--- src/slurm16_cfg.svh ---
/*
 * Width and reset-vector macros for the reduced SLURM16 core.
 * Included by the package and by any RTL file that needs a raw width or the reset pc.
 */

`ifndef SLURM16_CFG_SVH
`define SLURM16_CFG_SVH

// data path width, one machine word.
`define SLURM16_WORD_BITS 16

// instruction fetch addresses and port addresses share this width.
`define SLURM16_ADDR_BITS 16

`define SLURM16_REG_SEL_BITS 4 // sixteen general purpose registers.

// first instruction fetched once reset is released.
`define SLURM16_RESET_PC 16'h0000

`endif
--- src/slurm16_pkg.sv ---
/*
 * Shared types of the SLURM16 core: the word typedefs, the opcode encoding,
 * the stage words passed between decode and execute, and the APB request bundle.
 */

`include "slurm16_cfg.svh"

`default_nettype none

package slurm16_pkg;

	typedef logic [`SLURM16_WORD_BITS - 1:0] word_t;
	typedef logic [`SLURM16_ADDR_BITS - 1:0] addr_t;
	typedef logic [`SLURM16_WORD_BITS - 1:0] instr_t;
	typedef logic [`SLURM16_REG_SEL_BITS - 1:0] reg_sel_t;
	typedef logic [7:0] imm8_t; // immediate in bits 7:0 of the instruction.

	// opcode in bits 15:12 of the instruction word.
	typedef enum logic [3:0] {
		OP_NOP  = 4'h0,
		OP_ADD  = 4'h1,
		OP_SUB  = 4'h2,
		OP_AND  = 4'h3,
		OP_OR   = 4'h4,
		OP_XOR  = 4'h5,
		OP_SHL  = 4'h6,
		OP_SHR  = 4'h7,
		OP_LDL  = 4'h8,
		OP_LDH  = 4'h9,
		OP_BZ   = 4'ha,
		OP_JMP  = 4'hb,
		OP_OUT  = 4'hc,
		OP_IN   = 4'hd,
		OP_RSVD = 4'he, // behaves as a nop.
		OP_HALT = 4'hf
	} opcode_e;

	// decoded instruction with its register operands, as presented to execute.
	typedef struct packed {
		logic     valid;
		opcode_e  op;
		reg_sel_t rd;
		reg_sel_t ra_sel; // the rd field for LDH and BZ.
		reg_sel_t rb_sel;
		word_t    a_val;
		word_t    b_val;
		imm8_t    imm;
		addr_t    pc;
	} dec_ex_t;

	typedef struct packed {
		logic     valid;
		reg_sel_t rd;
		word_t    data;
	} reg_wr_t;

	typedef struct packed {
		logic  taken;
		addr_t target;
	} redirect_t;

	typedef struct packed {
		logic  psel;
		logic  penable;
		logic  pwrite;
		addr_t paddr;
		word_t pwdata;
	} apb_req_t;

	// the setup phase exists only for the first cycle of a port instruction in execute.
	typedef enum logic [1:0] {
		ST_IDLE,
		ST_SETUP,
		ST_ACCESS,
		ST_HALTED
	} apb_state_e;

endpackage

`default_nettype wire

--- src/slurm16_cpu_top.sv ---
/*
 * Top level of the reduced SLURM16 core. Connects the decode and execute stages to
 * the combinational instruction port and to the APB port bus.
 */

`timescale 1ns/1ps
`default_nettype none

module slurm16_cpu_top
	import slurm16_pkg::*;
(
	input  wire logic   CLK,
	input  wire logic   reset,

	output addr_t       instr_address,
	input  wire instr_t instr_data,

	output apb_req_t    apb_req,
	input  wire word_t  apb_prdata,
	input  wire logic   apb_pready,

	output logic        halted
);

	dec_ex_t   dec_ex;
	reg_wr_t   reg_wr;   // also the register file write port.
	redirect_t redirect;
	logic      stall;    // high while a port transfer is still running.

	slurm16_cpu_decode i_decode (
		.CLK           (CLK),
		.reset         (reset),
		.instr_address (instr_address),
		.instr_data    (instr_data),
		.reg_wr        (reg_wr),
		.redirect      (redirect),
		.stall         (stall),
		.halted        (halted),
		.dec_ex        (dec_ex)
	);

	slurm16_cpu_execute i_execute (
		.CLK        (CLK),
		.reset      (reset),
		.dec_ex     (dec_ex),
		.reg_wr     (reg_wr),
		.redirect   (redirect),
		.stall      (stall),
		.halted     (halted),
		.apb_req    (apb_req),
		.apb_prdata (apb_prdata),
		.apb_pready (apb_pready)
	);

endmodule

`default_nettype wire

--- src/slurm16_cpu_execute.sv ---
/*
 * Execute stage of the SLURM16 core with the ALU, branch resolution, the APB master
 * for OUT and IN, and the writeback register that feeds both the register file and
 * the operand forwarding path.
 */

`timescale 1ns/1ps
`default_nettype none

`include "slurm16_cfg.svh"

module slurm16_cpu_execute
	import slurm16_pkg::*;
(
	input  wire logic    CLK,
	input  wire logic    reset,

	input  wire dec_ex_t dec_ex,

	output reg_wr_t      reg_wr,
	output redirect_t    redirect,
	output logic         stall,
	output logic         halted,

	output apb_req_t     apb_req,
	input  wire word_t   apb_prdata,
	input  wire logic    apb_pready
);

	apb_state_e state;
	apb_state_e phase; // state as seen in this cycle, including the setup cycle.

	word_t op_a;
	word_t op_b;
	logic  exec_valid;
	logic  io_op;
	logic  transfer_done;

	word_t alu_result;
	logic  alu_write;
	addr_t branch_target;

	// transfer payload, captured in the setup cycle and held through the access cycles.
	addr_t apb_addr_q;
	word_t apb_wdata_q;
	logic  apb_write_q;

	// the previous instruction's result is not yet in the register file.
	assign op_a = (reg_wr.valid && reg_wr.rd == dec_ex.ra_sel) ? reg_wr.data : dec_ex.a_val;
	assign op_b = (reg_wr.valid && reg_wr.rd == dec_ex.rb_sel) ? reg_wr.data : dec_ex.b_val;

	assign exec_valid = dec_ex.valid && (state != ST_HALTED);
	assign io_op = exec_valid && (dec_ex.op == OP_OUT || dec_ex.op == OP_IN);

	// relative to the instruction after the branch.
	assign branch_target = dec_ex.pc + addr_t'(1) +
		{{(`SLURM16_ADDR_BITS - 8){dec_ex.imm[7]}}, dec_ex.imm};

	always_comb begin
		alu_result = op_a;
		alu_write = exec_valid;
		case (dec_ex.op)
			OP_ADD: alu_result = op_a + op_b;
			OP_SUB: alu_result = op_a - op_b;
			OP_AND: alu_result = op_a & op_b;
			OP_OR:  alu_result = op_a | op_b;
			OP_XOR: alu_result = op_a ^ op_b;
			OP_SHL: alu_result = op_a << op_b[3:0];
			OP_SHR: alu_result = op_a >> op_b[3:0]; // logical, zeros shifted in.
			OP_LDL: alu_result = {8'h00, dec_ex.imm};
			OP_LDH: alu_result = {dec_ex.imm, op_a[7:0]};
			default: alu_write = 1'b0; // no register result.
		endcase
	end

	always_comb begin
		redirect.target = branch_target;
		redirect.taken = exec_valid &&
			((dec_ex.op == OP_BZ && op_a == '0) || dec_ex.op == OP_JMP);
	end

	// The first cycle of OUT or IN is the setup phase, so a transfer with no wait
	// state spends two cycles in execute.
	always_comb begin
		phase = state;
		if (state == ST_IDLE && io_op) begin
			phase = ST_SETUP;
		end
	end

	assign transfer_done = (phase == ST_ACCESS) && apb_pready;

	assign stall = (phase == ST_SETUP) || (phase == ST_ACCESS && !apb_pready);
	assign halted = (state == ST_HALTED);

	always_comb begin
		apb_req.psel = (phase == ST_SETUP) || (phase == ST_ACCESS);
		apb_req.penable = (phase == ST_ACCESS);
		if (phase == ST_SETUP) begin
			apb_req.pwrite = (dec_ex.op == OP_OUT);
			apb_req.paddr = op_a;  // port address from ra.
			apb_req.pwdata = op_b; // OUT data from rb.
		end else begin
			apb_req.pwrite = apb_write_q;
			apb_req.paddr = apb_addr_q;
			apb_req.pwdata = apb_wdata_q;
		end
	end

	always_ff @(posedge CLK) begin
		if (phase == ST_SETUP) begin
			apb_write_q <= (dec_ex.op == OP_OUT);
			apb_addr_q <= op_a;
			apb_wdata_q <= op_b;
		end
	end

	always_ff @(posedge CLK) begin
		if (reset) begin
			state <= ST_IDLE;
		end else begin
			case (phase)
				ST_SETUP: state <= ST_ACCESS;
				ST_ACCESS: begin
					if (apb_pready) begin
						state <= ST_IDLE;
					end
				end
				ST_IDLE: begin
					if (exec_valid && dec_ex.op == OP_HALT) begin
						state <= ST_HALTED; // only reset leaves this.
					end
				end
				default: state <= state;
			endcase
		end
	end

	// Writeback register. ALU results are taken in their single execute cycle, and
	// IN data on the clock that completes the transfer.
	always_ff @(posedge CLK) begin
		if (reset) begin
			reg_wr.valid <= 1'b0;
		end else begin
			reg_wr.valid <= (phase == ST_IDLE && alu_write) || (transfer_done && !apb_write_q);
		end
		reg_wr.rd <= dec_ex.rd;
		reg_wr.data <= transfer_done ? apb_prdata : alu_result;
	end

endmodule

`default_nettype wire

--- src/slurm16_cpu_decode.sv ---
/*
 * Fetch and decode stage of the SLURM16 core. Holds the program counter, reads the
 * program over a combinational port, splits the word into fields and reads the register file.
 * The decoded word is registered into dec_ex for the execute stage.
 */

`timescale 1ns/1ps
`default_nettype none

`include "slurm16_cfg.svh"

module slurm16_cpu_decode
	import slurm16_pkg::*;
(
	input  wire logic      CLK,
	input  wire logic      reset,

	output addr_t          instr_address,
	input  wire instr_t    instr_data,

	input  wire reg_wr_t   reg_wr,    // write port, driven by the writeback register.
	input  wire redirect_t redirect,
	input  wire logic      stall,
	input  wire logic      halted,

	output dec_ex_t        dec_ex
);

	addr_t pc;

	opcode_e  op;
	reg_sel_t rd_field;
	reg_sel_t ra_field;
	reg_sel_t rb_field;
	imm8_t    imm_field;

	reg_sel_t ra_sel;
	reg_sel_t rb_sel;
	word_t    a_val;
	word_t    b_val;

	dec_ex_t dec_next;

	// the sixteen general purpose registers of the core.
	word_t regs [0:(1 << `SLURM16_REG_SEL_BITS) - 1];

	assign instr_address = pc; // the testbench ROM answers in the same cycle.

	assign op        = opcode_e'(instr_data[15:12]);
	assign rd_field  = instr_data[11:8];
	assign ra_field  = instr_data[7:4];
	assign rb_field  = instr_data[3:0];
	assign imm_field = instr_data[7:0];

	// LDH keeps the low byte of rd and BZ tests rd, so rd is read on the a side for both.
	assign ra_sel = (op == OP_LDH || op == OP_BZ) ? rd_field : ra_field;
	assign rb_sel = rb_field;

	// a write landing in this same cycle is passed straight through to the readers.
	assign a_val = (reg_wr.valid && reg_wr.rd == ra_sel) ? reg_wr.data : regs[ra_sel];
	assign b_val = (reg_wr.valid && reg_wr.rd == rb_sel) ? reg_wr.data : regs[rb_sel];

	always_ff @(posedge CLK) begin
		if (reg_wr.valid) begin
			regs[reg_wr.rd] <= reg_wr.data;
		end
	end

	always_comb begin
		dec_next.valid  = 1'b1;
		dec_next.op     = op;
		dec_next.rd     = rd_field;
		dec_next.ra_sel = ra_sel;
		dec_next.rb_sel = rb_sel;
		dec_next.a_val  = a_val;
		dec_next.b_val  = b_val;
		dec_next.imm    = imm_field;
		dec_next.pc     = pc;
	end

	// Once halted, nothing more is fetched. A taken branch throws away the word
	// fetched behind it and restarts at the target; a stall freezes pc and dec_ex.
	always_ff @(posedge CLK) begin
		if (reset) begin
			pc <= `SLURM16_RESET_PC;
			dec_ex.valid <= 1'b0;
		end else if (halted) begin
			dec_ex.valid <= 1'b0;
		end else if (redirect.taken) begin
			pc <= redirect.target;
			dec_ex.valid <= 1'b0; // the one bubble of a taken branch.
		end else if (!stall) begin
			pc <= pc + addr_t'(1);
			dec_ex <= dec_next;
		end
	end

endmodule

`default_nettype wire

--- config.mk ---
export PLATFORM = sky130hd
export DESIGN_NAME = slurm16_cpu_top
export DESIGN_NICKNAME = d
export VERILOG_FILES = /design/src/slurm16_pkg.sv /design/src/slurm16_cpu_top.sv /design/src/slurm16_cpu_execute.sv /design/src/slurm16_cpu_decode.sv
export VERILOG_INCLUDE_DIRS = /design/src
export SDC_FILE = /design/constraint.sdc
export NUM_CORES = 1
export LEC_CHECK = 0
export ABC_AREA = 1
export BUFFER_PORTS_ARGS = -buffer_cell sky130_fd_sc_hd__buf_4
export CAP_MARGIN = 30
export CORE_MARGIN = 2
export CORE_UTILIZATION = 55
export DETAILED_ROUTE_END_ITERATION = 10
export PLACE_DENSITY = 0.75
export SYNTH_ARGS = -nofsm -noshare
export SYNTH_HDL_FRONTEND = slang
export SYNTH_HIERARCHICAL = 1
export SYNTH_SLANG_ARGS = --single-unit
--- constraint.sdc ---
create_clock -name CLK -period 5.6 [get_ports CLK]
set_clock_uncertainty 0.15 [all_clocks]
set_input_delay 0.28 -clock CLK [delete_from_list [all_inputs] [get_ports CLK]]
set_output_delay 0.28 -clock CLK [all_outputs]
set_load 0.05 [all_outputs]
==> impl_metrics.prom <==
# TYPE chip_impl_metric gauge
chip_impl_metric{name="worstPathRequired",unit="ns"} 5.96
chip_impl_metric{name="finalSetupViolCount",unit=""} 0
chip_impl_metric{name="total_negative_slack",unit="ns"} 0
chip_impl_info{name="cts_root_buf",value="sky130_fd_sc_hd__clkbuf_16"} 1
chip_impl_metric{name="cts_hold_bufs",unit=""} 32
chip_impl_metric{name="synthesis.area",unit="µm²"} 24100
chip_impl_metric{name="nNetsFinal",unit=""} 3186
chip_impl_metric{name="post-route-period-util",unit="%"} 91.7
chip_impl_info{name="layout.cells.most_common",value="sky130_fd_sc_hd__nand2_1"} 1
chip_impl_metric{name="cts_resized",unit=""} 0
chip_impl_metric{name="gr-total-overflow",unit=""} 0
chip_impl_metric{name="dp.final_hpwl",unit="µm"} 55800
chip_impl_metric{name="postSynthRegisterBits",unit=""} 397
chip_impl_metric{name="cts.clk_slew.worst_paths",unit="ns"} 0.06
chip_impl_metric{name="design.portCount",unit=""} 87
chip_impl_metric{name="finalHoldWorstSlack",unit="ns"} 0.0700
chip_impl_info{name="cts_tree",value="yes"} 1
chip_impl_metric{name="number_of_port_buffers",unit=""} 86
chip_impl_metric{name="hold_viol",unit=""} 0
chip_impl_metric{name="grt_max_degree",unit=""} 94
chip_impl_metric{name="die-area",unit="µm²"} 45400
chip_impl_info{name="run_status",value="finished, final reports clean"} 1
chip_impl_metric{name="inserted_clock_buffers",unit=""} 45
chip_impl_info{name="worst_setup_path_start_kind",value="flop"} 1
chip_impl_metric{name="grtUsageTotal",unit="%"} 37.8
chip_impl_metric{name="cts.htree.levels",unit=""} 2
chip_impl_metric{name="fp.coreArea",unit="µm²"} 43200
chip_impl_info{name="layout_common_cells",value="sky130_fd_sc_hd__nand2_1 (676), sky130_fd_sc_hd__nand3_1 (475), sky130_fd_sc_hd__inv_1 (427)"} 1
chip_impl_metric{name="layout-drive-gt1-share",unit="%"} 9.37
chip_impl_metric{name="min_period",unit="ns"} 5.14
chip_impl_metric{name="routed-via-count",unit=""} 22800
chip_impl_metric{name="synth-warning-count",unit=""} 6
chip_impl_metric{name="asyncSetResetFlopFracSynth",unit="%"} 0
chip_impl_metric{name="first_global_vias",unit=""} 21200
chip_impl_info{name="critical_path.endpoint_type",value="flop"} 1
chip_impl_metric{name="wirelength",unit="µm"} 86200
chip_impl_info{name="rsz0062_at_grt",value="false"} 1
chip_impl_metric{name="worst-r2r-setup-slack",unit="ns"} 0.46
chip_impl_metric{name="netlist-cell-type-count",unit=""} 53
chip_impl_metric{name="postSynthCellCount",unit=""} 3007
chip_impl_metric{name="floorplan.rows",unit=""} 76
chip_impl_metric{name="synth.top_cell.area_share",unit="%"} 44.5
chip_impl_metric{name="gp_routability_congestion",unit=""} 1.02
chip_impl_metric{name="leakage",unit="nW"} 11.8
chip_impl_metric{name="avgViaCountPerCell",unit=""} 6.15
chip_impl_metric{name="crit_arrival",unit="ns"} 5.50
chip_impl_info{name="synth.top_cells.by_area",value="sky130_fd_sc_hd__edfxtp_1 (45%), sky130_fd_sc_hd__nand2_1 (11%), sky130_fd_sc_hd__nand3_1 (9.9%)"} 1
chip_impl_metric{name="timing.fmax",unit="MHz"} 195
chip_impl_info{name="min-delay-path-class",value="in2reg"} 1
chip_impl_metric{name="detailedRoute.firstPassIterationCount",unit=""} 6
chip_impl_info{name="yosys.area.top_type",value="sky130_fd_sc_hd__edfxtp_1"} 1
chip_impl_metric{name="start_util",unit="%"} 55.7
chip_impl_metric{name="maximum_clock_insertion_buffer_count",unit=""} 3
chip_impl_metric{name="initial_antenna_violation_count",unit=""} 1
chip_impl_metric{name="clock-sinks",unit=""} 397
chip_impl_metric{name="cts_post_setup_buffers_inserted",unit=""} 0
chip_impl_metric{name="detail-route-antenna-nets",unit=""} 0
chip_impl_metric{name="first_iter_violations",unit=""} 3024
chip_impl_metric{name="synthesis.area_per_instance",unit="µm²"} 8.00
chip_impl_metric{name="portion_of_the_post_synthesis_area_used_by_sequential_elements",unit="%"} 47.9
chip_impl_metric{name="worst_slew_margin_rel",unit="%"} 29.2
chip_impl_metric{name="synthesis.nets",unit=""} 3108
chip_impl_metric{name="floorplan.die.height",unit="µm"} 213
chip_impl_metric{name="tightestPinTransition",unit="ns"} 1.06
chip_impl_metric{name="clock_latency",unit="ns"} 0.61
chip_impl_metric{name="slew_violations",unit=""} 0
chip_impl_metric{name="cap_violations",unit=""} 0
chip_impl_metric{name="synth_enable_flop_cells",unit=""} 357
chip_impl_metric{name="wl_per_instance",unit="µm"} 23.3
chip_impl_metric{name="grt_first_pass_wirelength",unit="µm"} 128000
chip_impl_metric{name="layout-area-overhead-vs-synth",unit="%"} 12.7
chip_impl_metric{name="crit_path_max_fanout",unit=""} 29
chip_impl_metric{name="chipWidth",unit="µm"} 213
chip_impl_info{name="crit_type",value="reg2reg"} 1
chip_impl_info{name="postSynth.topFlopCell",value="sky130_fd_sc_hd__edfxtp_1"} 1
chip_impl_metric{name="power.ir.vdd_worst",unit="mV"} 0.329
chip_impl_metric{name="pwrdens",unit="nW/µm²"} 439
chip_impl_metric{name="post-route-drc-count",unit=""} 0
-- kinds of logic after synthesis --
logic type      Yosys count  share of synthesized area, %
compound gates          516                          11.9
xor+xnor                 35                          1.27
fa+ha+maj                66                          3.49
buf+inv                 593                          9.69
flops                   397                          47.9
simple gates           1400                          25.7
-- Yosys cell counts, drive strengths merged, types with 8 or more instances --
cell type,n
nand3b,20
buf,70
ha,64
nor2,138
nand4,53
nand2,688
a211oi,11
o21ai,238
inv,435
edfxtp,357
a31oi,19
a21oi,205
nand3,480
o211ai,8
xor2,29
clkbuf,85
nor3,9
dfxtp,40
-- layout make-up --
class                           instances  area [µm²]
Fill cell                            3754       16100
Sequential cell                       397       11500
Multi-Input combinational cell       2017       10300
Inverter                              438        1650
Timing Repair Buffer                  186        1500
Clock buffer                           55        1200
Tap cell                              585         732
Clock inverter                         24         216
Antenna cell                            1        2.50
-- metrics by stage --
stage,instances,setup slack [ns],total power [W],utilization [%],area [µm²]
2_1_floorplan,3007,0.980,0.00721,-,24100
3_3_place_gp,3589,0.815,0.00888,58.7,25400
3_5_place_dp,3591,0.693,0.00892,58.8,25400
4_1_cts,3702,0.603,0.0118,62.8,27100
5_1_grt,3702,0.183,0.0124,62.8,27100
6_report,3703,0.463,0.0119,62.8,27100
-- registers in the layout (all words and copies together) (netlist names) --
register,cells
i_decode/instr_address,16
i_execute/apb_wdata_q,16
i_execute/state,2
i_execute/apb_write_q,1
i_execute/reg_wr,21
i_decode/regs,256
i_execute/apb_addr_q,16
i_decode/dec_ex,69
-- worst paths after layout --
path / start / to / cells past startpoint
hold reg to reg: i_decode/dec_ex[64] / i_execute/reg_wr[16] / 0
setup reg to reg: i_execute/reg_wr[16] / i_decode/instr_address[11] / 17
hold / removal: instr_data[0] / i_decode/dec_ex[56] / 1
setup / recovery: i_execute/reg_wr[16] / i_decode/instr_address[11] / 17
-- where the power goes --
part	total (W)	switching (W)	internal, W
logic	0.00472	0.00345	0.00127
registers	0.00431	0.000380	0.00393
clock network	0.00289	0.00126	0.00163
total	0.0119	0.00509	0.00683
-- critical path, cell delays in order, from the launching register on --
cell	delay (ns)
sky130_fd_sc_hd__dfxtp_1	0.48
sky130_fd_sc_hd__nor2_1	0.08
sky130_fd_sc_hd__nor2_1	0.41
sky130_fd_sc_hd__nand3_2	0.62
sky130_fd_sc_hd__o21ai_2	0.77
sky130_fd_sc_hd__inv_1	0.28
sky130_fd_sc_hd__nor4_1	0.29
sky130_fd_sc_hd__nand4_1	0.21
sky130_fd_sc_hd__a21oi_1	0.22
sky130_fd_sc_hd__buf_4	0.22
sky130_fd_sc_hd__clkinv_1	0.09
sky130_fd_sc_hd__buf_4	0.21
sky130_fd_sc_hd__a21oi_1	0.15
sky130_fd_sc_hd__buf_4	0.23
sky130_fd_sc_hd__inv_1	0.26
sky130_fd_sc_hd__nor2_1	0.15
sky130_fd_sc_hd__o21ai_0	0.10
sky130_fd_sc_hd__a21oi_1	0.13
-- layer usage --
layer	global-route usage [%]	vias to the layer above	part of all wire, %
met1	50.8	10500	38
met4	20.7	0	5.7
met3	6.71	333	12
li1	-	10300	-
met5	0	-	0
met2	58.3	1579	44
(Power assumes the default switching activity.)
